**src/logic/mac_mem_pkg.sv**
```systemverilog
//==========================================================
// shared types and constants of the memory front end
// covers sizes, floppy image word counts, SDRAM region
// prefixes, the SDRAM address union and the request structs
// imported by every module of the front end
//==========================================================
`default_nettype none

package mac_mem_pkg;

	//==========================================================
	// basic widths
	//==========================================================

	// one memory data word
	typedef logic [15:0] word_t;
	// chipset byte address
	typedef logic [21:0] mem_addr_t;
	// SDRAM word address
	typedef logic [24:0] sdram_addr_t;
	// word offset inside the download area
	typedef logic [20:0] dio_addr_t;

	//==========================================================
	// image sizes, regions and download indices
	//==========================================================

	// a double sided image is 819200 bytes, counted here in words
	localparam int DS_IMAGE_WORDS = 409600;
	// single sided image, half of that
	localparam int SS_IMAGE_WORDS = 204800;

	// prefix of the ROM and download area
	localparam logic [3:0] ROM_REGION = 4'b0001;
	// RAM sits at the bottom of the SDRAM
	localparam logic [2:0] RAM_REGION = 3'b000;

	// host download index values
	localparam logic [7:0] IDX_ROM        = 8'd0;
	localparam logic [7:0] IDX_FLOPPY_INT = 8'd1;
	localparam logic [7:0] IDX_FLOPPY_EXT = 8'd2;

	//==========================================================
	// SDRAM address decoding
	//==========================================================

	// ROM layout with the model bit choosing the ROM image
	typedef struct packed {
		logic [3:0]  region;
		logic [1:0]  zero;
		logic        model;
		logic [17:0] word;
	} rom_addr_t;

	// RAM layout with the disk image area above plain RAM
	typedef struct packed {
		logic [2:0]  region;
		logic        disk;
		logic [20:0] word;
	} ram_addr_t;

	// same SDRAM word address seen in the ROM or the RAM layout
	typedef union packed {
		sdram_addr_t raw;
		rom_addr_t   rom_view;
		ram_addr_t   ram_view;
	} sdram_addr_u;

	//==========================================================
	// request bundles
	//==========================================================

	// word assembled from the host download stream
	typedef struct packed {
		dio_addr_t addr;
		word_t     data;
		logic      write;
	} dio_word_t;

	// chipset memory request, strobes and enables active low
	typedef struct packed {
		mem_addr_t addr;
		word_t     wdata;
		logic      uds_n;
		logic      lds_n;
		logic      rom_oe_n;
		logic      ram_oe_n;
		logic      ram_we_n;
		logic      dsk_ack;
	} mem_req_t;

	// request seen by the SDRAM controller
	typedef struct packed {
		sdram_addr_u addr;
		word_t       din;
		logic [1:0]  ds;
		logic        we;
		logic        oe;
	} sdram_req_t;

endpackage

`default_nettype wire

```
**src/logic/floppy_detect.sv**
```systemverilog
//==========================================================
// floppy image detection and disk activity LED
// at the end of a floppy download the final word offset
// tells a double sided from a single sided image, ejects
// empty the drive again, and disk activity is stretched
// for ACT_HOLD cycles to stay visible on the user LED
//==========================================================
`timescale 1ns/1ns
`default_nettype none

module floppy_detect import mac_mem_pkg::*; #(
	parameter int ACT_HOLD = 500000
) (
	input  wire logic        clk_sys,
	input  wire logic        rst_n,
	input  wire logic        ioctl_download,
	input  wire logic [7:0]  ioctl_index,
	input  wire logic [24:0] ioctl_addr,
	input  wire logic [1:0]  disk_eject,
	input  wire logic [1:0]  disk_act,
	output logic      [1:0]  disk_ins,
	output logic      [1:0]  disk_sides,
	output logic             led_user
);

	localparam int CNT_W = $clog2(ACT_HOLD + 1);

	// bit 0 internal drive, bit 1 external drive
	logic [1:0]       ds_flag;
	logic [1:0]       ss_flag;
	logic [1:0]       drive_sel;
	logic             down_d;
	logic             dl_end;
	logic [23:0]      word_off;
	logic             img_ds;
	logic             img_ss;
	logic [CNT_W-1:0] act_cnt;

	//==========================================================
	// image size decode
	//==========================================================

	assign word_off  = ioctl_addr[24:1];
	assign dl_end    = down_d & ~ioctl_download;
	assign drive_sel = {ioctl_index == IDX_FLOPPY_EXT, ioctl_index == IDX_FLOPPY_INT};
	// the host address counts bytes, the offset counts words
	assign img_ds    = (word_off == 24'(DS_IMAGE_WORDS));
	assign img_ss    = (word_off == 24'(SS_IMAGE_WORDS));

	always_ff @(posedge clk_sys) begin
		if (!rst_n) begin
			down_d  <= 1'b0;
			ds_flag <= 2'b00;
			ss_flag <= 2'b00;
		end else begin
			down_d <= ioctl_download;
			for (int i = 0; i < 2; i++) begin
				// an unknown size clears both flags
				if (dl_end && drive_sel[i]) begin
					ds_flag[i] <= img_ds;
					ss_flag[i] <= img_ss;
				end
				// eject wins over a download ending in the same cycle
				if (disk_eject[i]) begin
					ds_flag[i] <= 1'b0;
					ss_flag[i] <= 1'b0;
				end
			end
		end
	end

	assign disk_ins   = ds_flag | ss_flag;
	assign disk_sides = ds_flag;

	//==========================================================
	// activity stretch
	//==========================================================

	// reload on every active cycle, count down otherwise
	always_ff @(posedge clk_sys) begin
		if (!rst_n) begin
			act_cnt <= '0;
		end else if (|disk_act) begin
			act_cnt <= CNT_W'(ACT_HOLD);
		end else if (act_cnt != '0) begin
			act_cnt <= act_cnt - 1'b1;
		end
	end

	assign led_user = ioctl_download | (act_cnt != '0);

endmodule

`default_nettype wire

```
**src/logic/image_loader.sv**
```systemverilog
//==========================================================
// host download assembler
// turns each host strobe into one byte swapped SDRAM word
// mapped into the ROM or floppy area by download index, and
// holds the host off with ioctl_wait until a download slot
// has written the word
//==========================================================
`timescale 1ns/1ns
`default_nettype none

module image_loader import mac_mem_pkg::*; (
	input  wire logic        clk_sys,
	input  wire logic        rst_n,
	input  wire logic [7:0]  ioctl_index,
	input  wire logic        ioctl_wr,
	input  wire logic [24:0] ioctl_addr,
	input  wire word_t       ioctl_data,
	input  wire logic        dio_slot,
	output logic             ioctl_wait,
	output dio_word_t        dio
);

	// word offset of the current host byte address
	logic [23:0] word_off;
	// floppy images get a wider window than the ROM
	logic        is_floppy;
	dio_addr_t   map_addr;

	// pending word
	dio_addr_t   dio_addr_q;
	word_t       dio_data_q;
	logic        dio_write_q;
	// slot level one cycle back
	logic        slot_d;
	logic        slot_fall;

	assign word_off  = ioctl_addr[24:1];
	assign is_floppy = (ioctl_index == IDX_FLOPPY_INT) ||
		(ioctl_index == IDX_FLOPPY_EXT);

	//==========================================================
	// address mapping
	//==========================================================

	// floppy images land at word offset 0x80000 or 0x100000,
	// ROM images use index bit 6 to pick one of two ROM banks
	always_comb begin
		if (is_floppy) begin
			map_addr = {ioctl_index[1:0], word_off[18:0]};
		end else begin
			map_addr = {2'b00, ioctl_index[6], word_off[17:0]};
		end
	end

	// payload captured on every strobe
	always_ff @(posedge clk_sys) begin
		if (ioctl_wr) begin
			// host sends the low byte first
			dio_data_q <= {ioctl_data[7:0], ioctl_data[15:8]};
			dio_addr_q <= map_addr;
		end
	end

	//==========================================================
	// host handshake
	//==========================================================

	assign slot_fall = slot_d & ~dio_slot;

	always_ff @(posedge clk_sys) begin
		if (!rst_n) begin
			slot_d      <= 1'b0;
			dio_write_q <= 1'b0;
			ioctl_wait  <= 1'b0;
		end else begin
			slot_d <= dio_slot;

			// write level only moves between slots
			if (!dio_slot) begin
				dio_write_q <= ioctl_wait;
			end

			if (ioctl_wr) begin
				ioctl_wait <= 1'b1;
			end

			// the slot that just ended has taken the word
			if (slot_fall && dio_write_q) begin
				ioctl_wait <= 1'b0;
			end
		end
	end

	assign dio.addr  = dio_addr_q;
	assign dio.data  = dio_data_q;
	assign dio.write = dio_write_q;

endmodule

`default_nettype wire

```
**src/logic/mac_mem_front.sv**
```systemverilog
//==========================================================
// memory front end top level
// the download assembler and the floppy detector run side
// by side on the host stream, the port selector merges the
// download word with the chipset request onto the SDRAM
// ACT_HOLD sets the disk LED stretch in clock cycles
//==========================================================
`timescale 1ns/1ns
`default_nettype none

module mac_mem_front import mac_mem_pkg::*; #(
	parameter int ACT_HOLD = 500000
) (
	input  wire logic        clk_sys,
	input  wire logic        rst_n,
	// host loader
	input  wire logic        ioctl_download,
	input  wire logic [7:0]  ioctl_index,
	input  wire logic        ioctl_wr,
	input  wire logic [24:0] ioctl_addr,
	input  wire word_t       ioctl_data,
	output logic             ioctl_wait,
	// download slot from the bus timing
	input  wire logic        dio_slot,
	input  wire logic        model,
	// chipset and SDRAM
	input  wire mem_req_t    mem_req,
	input  wire word_t       sdram_out,
	output sdram_req_t       sdram_req,
	output word_t            mem_rdata,
	// floppy drives
	input  wire logic [1:0]  disk_eject,
	input  wire logic [1:0]  disk_act,
	output logic      [1:0]  disk_ins,
	output logic      [1:0]  disk_sides,
	output logic             led_user
);

	// pending download word
	dio_word_t dio;

	image_loader u_image_loader (
		.clk_sys     (clk_sys),
		.rst_n       (rst_n),
		.ioctl_index (ioctl_index),
		.ioctl_wr    (ioctl_wr),
		.ioctl_addr  (ioctl_addr),
		.ioctl_data  (ioctl_data),
		.dio_slot    (dio_slot),
		.ioctl_wait  (ioctl_wait),
		.dio         (dio)
	);

	// watches the same host stream for floppy images
	floppy_detect #(
		.ACT_HOLD (ACT_HOLD)
	) u_floppy_detect (
		.clk_sys        (clk_sys),
		.rst_n          (rst_n),
		.ioctl_download (ioctl_download),
		.ioctl_index    (ioctl_index),
		.ioctl_addr     (ioctl_addr),
		.disk_eject     (disk_eject),
		.disk_act       (disk_act),
		.disk_ins       (disk_ins),
		.disk_sides     (disk_sides),
		.led_user       (led_user)
	);

	sdram_port_mux u_sdram_port_mux (
		.ioctl_download (ioctl_download),
		.dio_slot       (dio_slot),
		.model          (model),
		.dio            (dio),
		.mem_req        (mem_req),
		.sdram_out      (sdram_out),
		.sdram_req      (sdram_req),
		.mem_rdata      (mem_rdata)
	);

endmodule

`default_nettype wire

```
**src/logic/sdram_port_mux.sv**
```systemverilog
//==========================================================
// SDRAM port selection
// a download slot puts the pending download word on the
// port, every other cycle carries the chipset request in
// the ROM or RAM layout; disk image reads are byte wide
// and get demultiplexed here, purely combinational
//==========================================================
`timescale 1ns/1ns
`default_nettype none

module sdram_port_mux import mac_mem_pkg::*; (
	input  wire logic      ioctl_download,
	input  wire logic      dio_slot,
	input  wire logic      model,
	input  wire dio_word_t dio,
	input  wire mem_req_t  mem_req,
	input  wire word_t     sdram_out,
	output sdram_req_t     sdram_req,
	output word_t          mem_rdata
);

	logic  download_cycle;
	logic  rom_rd;
	logic  dsk_rd;
	// byte of a disk image word, copied into both halves
	word_t dsk_byte;

	assign download_cycle = ioctl_download & dio_slot;
	assign rom_rd         = ~mem_req.rom_oe_n;
	assign dsk_rd         = mem_req.dsk_ack;

	// even byte addresses hold the upper byte
	always_comb begin
		if (mem_req.addr[0]) begin
			dsk_byte = {sdram_out[7:0], sdram_out[7:0]};
		end else begin
			dsk_byte = {sdram_out[15:8], sdram_out[15:8]};
		end
	end

	//==========================================================
	// request and read data select
	//==========================================================

	always_comb begin
		if (download_cycle) begin
			// download area starts right at the ROM region
			sdram_req.addr.raw = {ROM_REGION, dio.addr};
			sdram_req.din      = dio.data;
			sdram_req.ds       = 2'b11;
			sdram_req.we       = dio.write;
			sdram_req.oe       = 1'b0;
			// all ones keeps the screen black while loading
			mem_rdata          = '1;
		end else begin
			if (rom_rd) begin
				sdram_req.addr.rom_view.region = ROM_REGION;
				sdram_req.addr.rom_view.zero   = 2'b00;
				sdram_req.addr.rom_view.model  = model;
				sdram_req.addr.rom_view.word   = mem_req.addr[18:1];
			end else begin
				// disk reads go to the image area above RAM
				sdram_req.addr.ram_view.region = RAM_REGION;
				sdram_req.addr.ram_view.disk   = dsk_rd;
				sdram_req.addr.ram_view.word   = mem_req.addr[21:1];
			end
			sdram_req.din = mem_req.wdata;
			sdram_req.ds  = {~mem_req.uds_n, ~mem_req.lds_n};
			sdram_req.we  = ~mem_req.ram_we_n;
			sdram_req.oe  = ~mem_req.ram_oe_n | rom_rd | dsk_rd;

			if (dsk_rd) begin
				mem_rdata = dsk_byte;
			end else begin
				mem_rdata = sdram_out;
			end
		end
	end

endmodule

`default_nettype wire

```
**config.mk**
```make
export PLATFORM = sky130hd
export DESIGN_NAME = mac_mem_front
export DESIGN_NICKNAME = d
export VERILOG_FILES = /design/src/logic/mac_mem_pkg.sv /design/src/logic/floppy_detect.sv /design/src/logic/image_loader.sv /design/src/logic/mac_mem_front.sv /design/src/logic/sdram_port_mux.sv
export SDC_FILE = /design/constraint.sdc
export NUM_CORES = 1
export LEC_CHECK = 0
export BUFFER_PORTS_ARGS = -buffer_cell sky130_fd_sc_hd__clkbuf_2
export CAP_MARGIN = 25
export CORE_MARGIN = 4
export CORE_UTILIZATION = 45
export DETAILED_ROUTE_END_ITERATION = 7
export PLACE_DENSITY = 0.81
export RECOVER_POWER = 100
export SLEW_MARGIN = 30
export SYNTH_ARGS = -nofsm -noshare
export SYNTH_HDL_FRONTEND = slang
export SYNTH_SLANG_ARGS = --single-unit
```
**constraint.sdc**
```tcl
create_clock -name clk_sys -period 2.11 [get_ports clk_sys]
set_clock_uncertainty 0.1 [all_clocks]
set_input_delay 0.211 -clock clk_sys [delete_from_list [all_inputs] [get_ports clk_sys]]
set_output_delay 0.211 -clock clk_sys [all_outputs]
set_load 0.02 [all_outputs]
```
# ---- Yosys cells after proc, flatten, opt, wreduce, memory -nomap -nowiden
# Cells that the tools add are included.
dict set report classes {
  addsub 1
  mul 0
  n_bitwise 15
  n_div 0
  n_reduce_logical 11
  n_mux 8
  shifts 0
  magnitude_cmp 0
  n_eq_ne 4
}
# operator n
set ops {}
lappend ops {{$mux 19} 3}
lappend ops {{$mux 16} 3}
lappend ops {{$mux 45} 1}
lappend ops {{$eq 24x18->1 const B} 1}
lappend ops {{$eq 24x19->1 const B} 1}
lappend ops {{$mux 22} 1}
lappend ops {{$reduce_bool 19->1} 1}
lappend ops {{$sub 19x1->19 const B} 1}
lappend ops {{$eq 8x1->1 const B} 1}
lappend ops {{$eq 8x2->1 const B} 1}
lappend ops {{$not 1->1} 8}
lappend ops {{$reduce_or 2->1} 4}
lappend ops {{$and 1x1->1} 3}
lappend ops {{$logic_and 1x1->1} 3}
lappend ops {{$or 1x1->1} 3}
lappend ops {{$reduce_or 3->1} 1}
lappend ops {{$or 2x2->2} 1}
lappend ops {{$reduce_bool 2->1} 1}
lappend ops {{$logic_or 1x1->1} 1}
dict set report totals {
  romBits 0
  out_inout_bits 67
  ram_bits 0
  latchBits 0
  input_bits 119
  ff_bits 64
  memories 0
}

# ---- Longest topological paths before layout
# Gate-level depths: netlist of the first run.
dict set report logic_depth {
  word_depth 4
  ltp_mapped 8
  ltp_nobuf 6
}

# ---- By module
# A second synthesis of the first run with hierarchy kept.
dict set report unflattened {
  hier_cells 321
  area_unflattened_um2 3570.9
}
# module cells_each area_per_inst_um2 instances
set by_module_without_submodules {}
lappend by_module_without_submodules {floppy_detect 160 1320.0 1}
lappend by_module_without_submodules {image_loader 53 1272.5 1}
lappend by_module_without_submodules {sdram_port_mux 108 978.4 1}

# ---- Least setup slack after synthesis of the first run
# No wires, ideal clock.
dict set report synth_timing {
  path_type {flip-flop to flip-flop}
  from {register u_floppy_detect.act_cnt[0]}
  to {register u_floppy_detect.act_cnt[8]}
  arrival_time_ps 1657
  synth_period_minus_slack_ps 1879
  n_path_buf 2
  slack_ps 231
  path_stages_with_launch 9
  cell_sequence {dfxtp_1 inv_1 ha_1 nor3b_1 and2_1 clkbuf_1 buf_4 nand2_1 o311a_1}
}
dict set report synth_between {
  elab_chain_len 3
  word_cells_on_any_way 5
  classes_between {add/sub: 1; mux: 2; reduce/logical: 2}
}
# element line
set synth_rtl {}
lappend synth_rtl {{from (decl)} floppy_detect.sv:37} ;# logic [CNT_W-1:0] act_cnt;
lappend synth_rtl {{from (signal assigned)} floppy_detect.sv:84} ;# act_cnt <= CNT_W'(ACT_HOLD);
lappend synth_rtl {{from (signal assigned)} floppy_detect.sv:86} ;# act_cnt <= act_cnt - 1'b1;
lappend synth_rtl {{$sub 19x1->19} floppy_detect.sv:86}
lappend synth_rtl {{$mux 19} floppy_detect.sv:85} ;# end else if (act_cnt != '0) begin
lappend synth_rtl {{$mux 19} floppy_detect.sv:83} ;# end else if (|disk_act) begin
# Several ways; a longest one is shown, not always the timed one. The select of a mux whose other input is x is not followed.
# A chain may end at the register's enable or synchronous reset.

# ---- Worst setup path in the final report of the first run
dict set report layout_timing {
  from {register u_floppy_detect.act_cnt[13]}
  to {output led_user}
}
dict set report layout_between {
  elab_chain_len 2
}
# element line
set layout_rtl {}
lappend layout_rtl {{$reduce_bool 19->1} floppy_detect.sv:90} ;# assign led_user = ioctl_download | (act_cnt != '0);
lappend layout_rtl {{$or 1x1->1} floppy_detect.sv:90}
lappend layout_rtl {{to (decl)} mac_mem_front.sv:36} ;# output logic led_user
# No other way between the ends.

==> results of run 1 <==
[cells in the mapped netlist (5+ instances only)]
master | n | share of area (%)
dfxtp_1 | 27 | 16
edfxtp_1 | 37 | 33
nand3_1 | 26 | 3.9
or2_2 | 7 | 1.3
o31ai_1 | 5 | 1.1
and2_1 | 5 | 0.94
or4_1 | 8 | 1.8
clkbuf_1 | 5 | 0.56
mux2_2 | 34 | 11
o21ai_0 | 8 | 1.2
or3_1 | 5 | 0.94
nor3_1 | 6 | 0.90
nor2_1 | 13 | 1.5
a21oi_1 | 12 | 1.8
nand2_1 | 53 | 6.0
a31oi_1 | 5 | 0.94
buf_1 | 7 | 0.79
[what timing repair did]
action / CTS / global route
hold buffers: 34 / 0
gates resized for setup: 1 / 22
endpoints found under the hold margin: 34 / 0
pin swaps: 1 / 6
buffers inserted: 1 / 5
setup endpoints to repair: 1 / 7
[sequential cells by signal, indices dropped and copies added, names as in the netlist]
name                        cells
u_image_loader.dio_addr_q      21
u_floppy_detect.act_cnt        19
u_image_loader.dio_data_q      16
u_floppy_detect.disk_sides      2
u_floppy_detect.ss_flag         2
u_floppy_detect.down_d          1
u_image_loader.dio_write_q      1
u_image_loader.ioctl_wait       1
u_image_loader.slot_d           1
[worst max-delay path: cells and delay by family (launching register included)]
family,cells,cell delay [ns]
AND/OR/NAND/NOR,3,0.86
flip-flops,1,0.38
buffers and inverters,1,0.16
[how the worst min path moves through the flow]
stage,end,slack [ns]
final,u_image_loader.dio_addr_q[18],0.08
after global routing,u_image_loader.dio_addr_q[18],0.05
after CTS,u_image_loader.dio_addr_q[18],0.05
after detailed placement,u_image_loader.dio_data_q[4],0.29
after global placement,u_image_loader.dio_data_q[15],0.29
after floorplan,u_image_loader.dio_addr_q[0],0.21
[layout make-up]
| class | instances | share of cell area [%] |
|---|---|---|
| tap | 99 | 2.50 |
| clock inverter | 5 | 1.47 |
| sequential | 64 | 33.6 |
| clock buffer | 11 | 2.65 |
| inverter | 5 | 0.379 |
| timing repair buffer | 229 | 26.0 |
| multi-input combinational | 243 | 33.4 |
[cell families (layout without fill, tap and decap cells)]
family | after synthesis | in the layout
and+or+nand+nor | 153 | 153
AOI/OAI and AO/OA | 47 | 47
adders and majority gates | 2 | 2
muxes | 38 | 38
DFF | 64 | 64
other | 1 | 3
buffers and inverters | 22 | 250
[routing by layer]
| metal | part of all wire [%] | wire, µm |
|---|---|---|
| met1 | 36 | 4080 |
| met5 | 0 | 0 |
| met3 | 9.1 | 1040 |
| met4 | 3.2 | 360 |
| met2 | 52 | 5870 |
[where the power goes]
part | internal [mW] | switching (mW) | total, mW
Clock | 0.657 | 0.453 | 1.11
Combinational | 0.334 | 0.429 | 0.763
Sequential | 1.41 | 0.0473 | 1.45
[through the flow]
step	hold WS, ns	cell area [µm²]	setup WS, ns
final	0.0792	4950	0.0582
after global routing	0.0505	4950	-0.0112
after global placement	0.289	4370	0.131
after CTS	0.0481	4920	0.0128
after detailed placement	0.290	4370	0.0554
after floorplan	0.210	3340	0.231
==> run metrics, run 1 <==
M2 GR Usage 42.7%; static leakage 2.11 nW; Synth Area in Simple Gates between 20% and 30%; Netlist cell types 52; crit path capture led_user; Syn-to-layout area delta 48.3%; post-synthesis cell area between 0.003 and 0.004 mm²; CTS tree done; Num CTS Buffers 9; final wirelength ~11 mm; port bufs 181; most frequent cells in the layout clkbuf_2 (127), clkbuf_1 (56), nand2_1 (52); period utilization 97.2%; Worst Tran Pin Value 0.954 ns; reg2reg start u_floppy_detect.act_cnt[3]; CTS H-Tree Depth 3; Worst setup SP type flip-flop; xor/xnor cell area share of the yosys netlist 0%; footprint of the multi-input gates 0.00165 mm²; total track usage between 20% and 30%; grt total ovfl 0; Maximum Capacitance Violations 0; post-layout minimum cycle time 2.05 ns; Syn Area/Cell 10.2 µm²; Synth Area in Adders 0.750%; top_reg_cell synth edfxtp_1; number of clock sinks 64; Core Area 0.00721 mm²; busiest grt layer met2; Hold Vio Cnt, Final 0; # DRC 0; met3 Usage GRT 10.5%; Initial Utilization 46.2%; number of global-route vias before repair 3424; Mapped Cells 327; setup TNS 0 ns; post-synthesis register bit count 64; utilization after layout 68.6%; GR Layer Usage met1 27.8%; CP max stage delay 0.39 ns; FP Rows 31; Post-Place Cells 600; fillers 583; first drt pass iteration count 5; compound-gate portion of the synthesized area a little under a tenth; Reg2Reg Capture Point u_floppy_detect.act_cnt[3]; R2R depth 7; most common cell after layout, fill and taps aside clkbuf_2; Cell Pwr Density 672 mW/mm²; DRT iter0 DRCs approximately 160; Critical Path Source u_floppy_detect.act_cnt[13]; Rel. slew slack 36.4%; CP max FO 7; largest family of logic cells by synthesized area simple AND/OR/NAND/NOR gates; hold depth 2; Placer Congestion 0.884; Max Clk Rate 0.487 GHz; initial antenna violation count 0; clk_lat worst skew 0.33 ns; CTS Root Cell clkbuf_8; total power 3.33 mW; Data arrival, critical path approximately 1.7 ns; VDD IR-drop max 0.454 mV; final setup fails 0; register area share after synthesis approximately half; HP Class primary input to flip-flop; Worst path slowest cell nor4_4; Vias 3552; vias per inst 5.41; critical-path cell list nor4_4, nand2_1, or3_4, buf_4; Setup CP Type flip-flop to primary output; global-route wire length before repair 17.1 mm; outcome completed; ANT cells 0; Worst-path clk slew 0.07 ns; Crit path required time 1.80 ns; Slew Viols, Final 0; Syn. warnings 0; clk buf depth 2; mux contribution to synthesized area 12.7%; Seq. cell area 0.00166 mm²; WL/cell between 15 and 20 µm; HPWL reported at the end of detailed placement 7.74 mm; fin nets 673; EDFF count, synth 37; Die H around 94 µm; IO Pins 186; non-filler cells, final between 600 and 700; share of cells above drive strength 1 around 38%; post-synthesis async set-or-reset flop share 0%; Crit. End Element primary output; Die Wd approximately 94 µm; pin count of the biggest net entering global routing ~60; Hold Startpoint ioctl_index[6]; Antenna Nets Post-Route 0; die area 0.00885 mm²; r2r setup slk 0.15 ns
(Power assumes the default switching activity.)
==> run 2: changes to the inputs <==
Settings changed: CORE_UTILIZATION 45 to 48, PLACE_DENSITY 0.81 to 0.86.
Clock period 2.11 ns to 2.5 ns, I/O delays scaled along.
==> run metrics, run 2 (synthesized netlist as in run 1, its figures left out) <==
number of global-route vias before repair 3408 (-0.47%); Syn-to-layout area delta 38.9%; WL/cell 17.6 µm (+1.7%); top flop regs u_image_loader.dio_addr_q: 21 flops, u_floppy_detect.act_cnt: 19 flops, u_image_loader.dio_data_q: 16 flops; Hold Vio Cnt, Final 0 (unchanged); utilization after layout 68.6% (about the same); ANT cells 0 (unchanged); Setup WS post-layout 0.177 ns (+0.119 ns); Vias 3427 (-3.5%); CTS Root Cell clkbuf_8; Reg2Reg Capture Point u_floppy_detect.act_cnt[8]; DRT iter0 DRCs 149 (-5.7%); reg2reg start u_floppy_detect.act_cnt[0]; Critical Path Source u_floppy_detect.act_cnt[2]; static leakage 1.92 nW (-8.8%); Placement Cell Area 0.00431 mm² (-1.4%); crit path capture led_user; setup TNS 0 ns (unchanged); Die H 91.4 µm (-2.9%); hold_buf cts 27 (-21%); grt total ovfl 0 (unchanged); clk buf depth 2 (unchanged); outcome finished with violations; Worst-path clk slew 0.07 ns (about the same); Initial Utilization 49.4% (+3.1 points); clk_lat worst skew 0.33 ns (about the same); Cell Pwr Density 554 mW/mm² (-18%); RSZ-0062 raised after global routing false; die area 0.00835 mm² (-5.7%); Worst setup SP type flip-flop; r2r setup slk 0.32 ns (+0.17 ns); Worst Tran Pin Value 2.06 ns (+1.11 ns); Data arrival, critical path 1.97 ns (+0.23 ns); share of cells above drive strength 1 30.6% (-6.9 points); pin count of the biggest net entering global routing 39 (-36%); port bufs 181 (unchanged); Crit path required time 2.15 ns (+0.35 ns); global-route wire length before repair 16.8 mm (-1.3%); vias per inst 5.54 (+2.2%); fillers 578 (-0.86%); Num CTS Buffers 9 (unchanged); CTS tree done; hold depth 1 (-1); total power 2.56 mW (-23%); number of clock sinks 64 (unchanged); Die Wd 91.4 µm (-2.9%); final setup fails 0 (unchanged); first drt pass iteration count 6 (+1); Maximum Capacitance Violations 1 (+1); Max Clk Rate 0.430 GHz; Rel. slew slack -37.2% (-74 points); CP max FO 9 (+2); critical-path cell list nor4_4, nand3_1, or3_1, clkbuf_2; total track usage 25.6% (+0.57 points); Crit. End Element primary output; IO Pins 186 (unchanged); Worst path slowest cell nor4_4; initial antenna violation count 0 (unchanged); Hold Slack 0.0439 ns (-0.0354 ns); CTS H-Tree Depth 3 (unchanged); non-filler cells, final 619 (-5.6%); Core Area 0.00676 mm² (-6.3%); Post-Place Cells 576 (-4.0%); Finished Cell Area 0.00463 mm² (-6.4%); Setup CP Type flip-flop to primary output; post-layout minimum cycle time 2.32 ns; Setup WS pre-CTS 0.354 ns (+0.298 ns); Placer Congestion 0.883 (-0.16%); most common cell after layout, fill and taps aside clkbuf_2; FP Rows 30 (-3.2%); Slew Viols, Final 39 (+39); final wirelength 10.9 mm (-4.0%); number of flip-flops in the largest register 21 (unchanged); Setup Buffers After CTS 0 (-1); # DRC 0 (unchanged); most frequent cells in the layout clkbuf_2 (105), clkbuf_1 (83), nand2_1 (53); CP max stage delay 0.52 ns (+0.13 ns); HP Class primary input to flip-flop; VDD IR-drop max 0.308 mV (-32%); R2R depth 6 (-1); HPWL reported at the end of detailed placement 8.08 mm (+4.4%); Antenna Nets Post-Route 0 (unchanged); period utilization 92.9%; fin nets 655 (-2.7%); failing checks capacitance limit, slew limit; Post-CTS Resized 0 (-1); Reg with most FFs u_image_loader.dio_addr_q
run 2: how the worst min path moves through the flow:
stage | endpoint | startpoint
after global placement | u_image_loader.ioctl_wait | u_image_loader.slot_d
after detailed placement | u_image_loader.dio_data_q[4] | ioctl_data[12]
final | u_image_loader.dio_data_q[0] | ioctl_data[8]
after global routing | u_image_loader.dio_data_q[0] | ioctl_data[8]
after CTS | u_image_loader.dio_data_q[0] | ioctl_data[8]
after floorplan | u_image_loader.dio_addr_q[0] | ioctl_addr[1]
run 2: power breakdown:
part	internal [mW]	switching, mW
combinational	0.238	0.347
clock	0.388	0.370
sequential	1.19	0.0340
total	1.81	0.751
run 2: metal layers:
metal	GRT usage (%)	share of wire, %	vias up
met5	0	0	-
met4	11.8	3.8	0
met3	5.47	6.9	37
met2	47.0	52	157
met1	28.0	37	1604
li1	-	-	1629
run 2: final cells by class:
type / count / area, µm² / share of cell area, %
clock buffers: 15 / 156 / 3.38
well taps: 80 / 100 / 2.16
repair buffers: 211 / 1110 / 23.9
inverters: 5 / 18.8 / 0.405
multi-input cells: 243 / 1590 / 34.4
flip-flops and latches: 64 / 1650 / 35.6
clock inverters: 1 / 5.00 / 0.108
run 2: worst max-delay path, delay by kind of cell, from the launching register on:
kind	cells	cell delay, ns
DFF	1	0.37
buffers and inverters	1	0.16
and+or+nand+nor	3	1.11
==> run 3: changes to the inputs <==
Settings changed: CORE_UTILIZATION 48 to 50, CTS_BUF_LIST set to sky130_fd_sc_hd__clkbuf_4, PLACE_DENSITY 0.86 to 0.87, SYNTH_HIERARCHICAL set to 1.
==> run metrics, run 3 <==
WL/cell 19.2 µm (+8.9%); ANT cells 0 (unchanged); Crit. End Element primary output; first drt pass iteration count 7 (+1); # DRC 0 (unchanged); Cell Pwr Density 559 mW/mm² (+0.97%); Syn Area/Cell 11.1 µm² (+9.1%); combinational power share 23.0% (+0.2 points); failing checks capacitance limit, slew limit; grt total ovfl 0 (unchanged); Worst-path clk slew 0.11 ns (+0.04 ns); CTS tree done; Reg with most FFs u_image_loader/dio_addr_q; number of clock sinks 64 (unchanged); die area 0.00856 mm² (+2.5%); post-layout minimum cycle time 2.42 ns (+0.0969 ns); Worst setup SP type flip-flop; Syn. warnings 6 (+6); CP max FO 5 (-4); Crit path required time 2.15 ns (about the same); final setup fails 0 (unchanged); number of flip-flops in the largest register 21 (unchanged); Rel. slew slack -37.7% (-0.40 points); Finished Cell Area 0.00491 mm² (+6.0%); top flop regs u_image_loader/dio_addr_q: 21 flops, u_floppy_detect/act_cnt: 19 flops, u_image_loader/dio_data_q: 16 flops; pin count of the biggest net entering global routing 39 (unchanged); non-filler cells, final 638 (+3.1%); HP Class primary input to flip-flop; setup TNS 0 ns (unchanged); top cell type's share of synthesized area 31.1% (-2.2 points); outcome finished with violations; Initial Utilization 52.0% (+2.6 points); Netlist cell types 53 (+1.9%); Setup Buffers After CTS 0 (unchanged); share of cells above drive strength 1 31.2% (+0.57 points); synth top area cells edfxtp_1 (31%), dfxtp_1 (15%), mux2_4 (12%); Setup WS post-layout 0.0799 ns (-0.0969 ns); Core Area 0.00687 mm² (+1.7%); post-synthesis async set-or-reset flop share 0% (unchanged); post-synthesis cell area 0.00357 mm² (+7.1%); most frequent cells in the layout clkbuf_2 (120), clkbuf_1 (67), edfxtp_1 (37); Maximum Capacitance Violations 1 (unchanged); Placement Cell Area 0.00454 mm² (+5.5%); top_reg_cell synth edfxtp_1; post-synth top area cell edfxtp_1; P_int 1.95 mW (+7.7%); EDFF count, synth 37 (unchanged); VDD IR-drop max 0.357 mV (+16%); Post-Place Cells 588 (+2.1%); IO Pins 186 (unchanged); port bufs 181 (unchanged); Antenna Nets Post-Route 0 (unchanged); Data arrival, critical path 2.07 ns (+0.10 ns); Slew Viols, Final 39 (unchanged); Worst Tran Pin Value 2.06 ns (+0.00603 ns); period utilization 96.8% (+3.9 points); register area share after synthesis 46.3% (-3.3 points); vias per inst 5.70 (+3.0%); Num CTS Buffers 9 (unchanged); total power 2.75 mW (+7.0%); Setup CP Type flip-flop to primary output; Die Wd 92.5 µm (+1.3%); most frequent cells after synthesis edfxtp_1 (37), mux2_4 (28), dfxtp_1 (27); number of global-route vias before repair 3622 (+6.3%); Placer Congestion 0.871 (-1.4%); RSZ-0062 raised after global routing false; fin nets 658 (+0.46%); clock share of power 32.4% (+2.9 points); clk_lat worst skew 0.39 ns (+0.06 ns); CTS H-Tree Depth 3 (unchanged); Die H 92.5 µm (+1.3%); Vias 3639 (+6.2%); initial antenna violation count 0 (unchanged); Max Clk Rate 0.413 GHz (-4.0%); switch share 28.8% (-0.43 points); post-synthesis register bit count 64 (unchanged); most frequent cell after synthesis edfxtp_1; Hold Vio Cnt, Final 0 (unchanged); DRT iter0 DRCs 203 (+36%); clk buf depth 2 (unchanged); Setup WS pre-CTS 0.235 ns (-0.119 ns); total track usage 27.6% (+2.0 points); global-route wire length before repair 18.6 mm (+10%); CTS Root Cell clkbuf_4; Seq pwr share 44.6% (-3.0 points); final wirelength 12.2 mm (+12%); HPWL reported at the end of detailed placement 8.37 mm (+3.6%); Mapped Cells 321 (-1.8%); Syn-to-layout area delta 37.5%; sw power 0.792 mW (+5.5%); static leakage 2.04 nW (+6.5%); most common cell after layout, fill and taps aside clkbuf_2; FP Rows 30 (unchanged)
-- run 3: worst paths after layout --
kind,start,to,slack [ns],cells past startpoint
setup / recovery,u_floppy_detect/act_cnt[0],led_user,0.08,5
setup reg to reg,u_floppy_detect/act_cnt[0],u_floppy_detect/act_cnt[10],0.15,7
hold reg to reg,u_image_loader/slot_d,u_image_loader/ioctl_wait,0.35,1
hold / removal,rst_n,u_floppy_detect/down_d,0.06,2
-- run 3: layout make-up --
class | instances | area [µm²]
tap | 96 | 120
timing repair buffer | 222 | 1200
inverter | 13 | 48.8
sequential | 64 | 1650
fill | 534 | 1960
clock inverter | 7 | 110
clock buffer | 9 | 67.6
multi-input combinational | 227 | 1710
-- run 3: metrics by stage --
stage               utilization [%]  hold slack [ns]
floorplan                         -            0.249
global placement               66.1            0.304
detailed placement             66.1            0.329
CTS                            73.7           0.0348
global route                   71.5           0.0575
finish                         71.5           0.0553
-- run 3: per-layer routing --
metal / track usage (%) / vias up / wire, µm
met5: 0 / - / 0
met4: 12.4 / 0 / 482
met3: 6.09 / 45 / 869
met2: 51.2 / 169 / 6460
met1: 29.6 / 1744 / 4410
li1: - / 1681 / -
-- run 3: kinds of logic (layout without fill, tap and decap cells) --
kind of cell / Yosys count / in the layout / share of synthesized area, %
DFF: 64 / 64 / 46.3
xor gates and xnor gates: 1 / 1 / 0.245
muxes: 39 / 39 / 15.1
adders and majority gates: 2 / 2 / 0.701
buffers and inverters: 32 / 251 / 4.59
and+or+nand+nor: 113 / 113 / 19.2
other: 1 / 3 / 0.105
AOI/OAI and AO/OA: 69 / 69 / 13.8
-- run 3: repair_timing --
| action | CTS | global route |
|---|---|---|
| gates resized for setup | 0 | 2 |
| setup endpoints to repair | 0 | 1 |
| hold buffers | 34 | 0 |
| endpoints found under the hold margin | 34 | 0 |
-- run 3: worst max-delay path, stage by stage, from the launching register on --
cell and delay [ns]:
dfxtp_1 0.36, inv_1 0.12, ha_1 0.18, or4b_4 0.47, or3_1 0.38, clkbuf_2 0.17
-- run 3: power by group through the flow --
| stage | registers (mW) | clock network, mW | logic, mW |
|---|---|---|---|
| after detailed placement | 1.24 | 0 | 0.608 |
| after floorplan | 1.23 | 0 | 0.375 |
| after CTS | 1.22 | 0.891 | 0.655 |
| after global routing | 1.23 | 0.947 | 0.674 |
| after global placement | 1.24 | 0 | 0.585 |
| final | 1.22 | 0.891 | 0.631 |
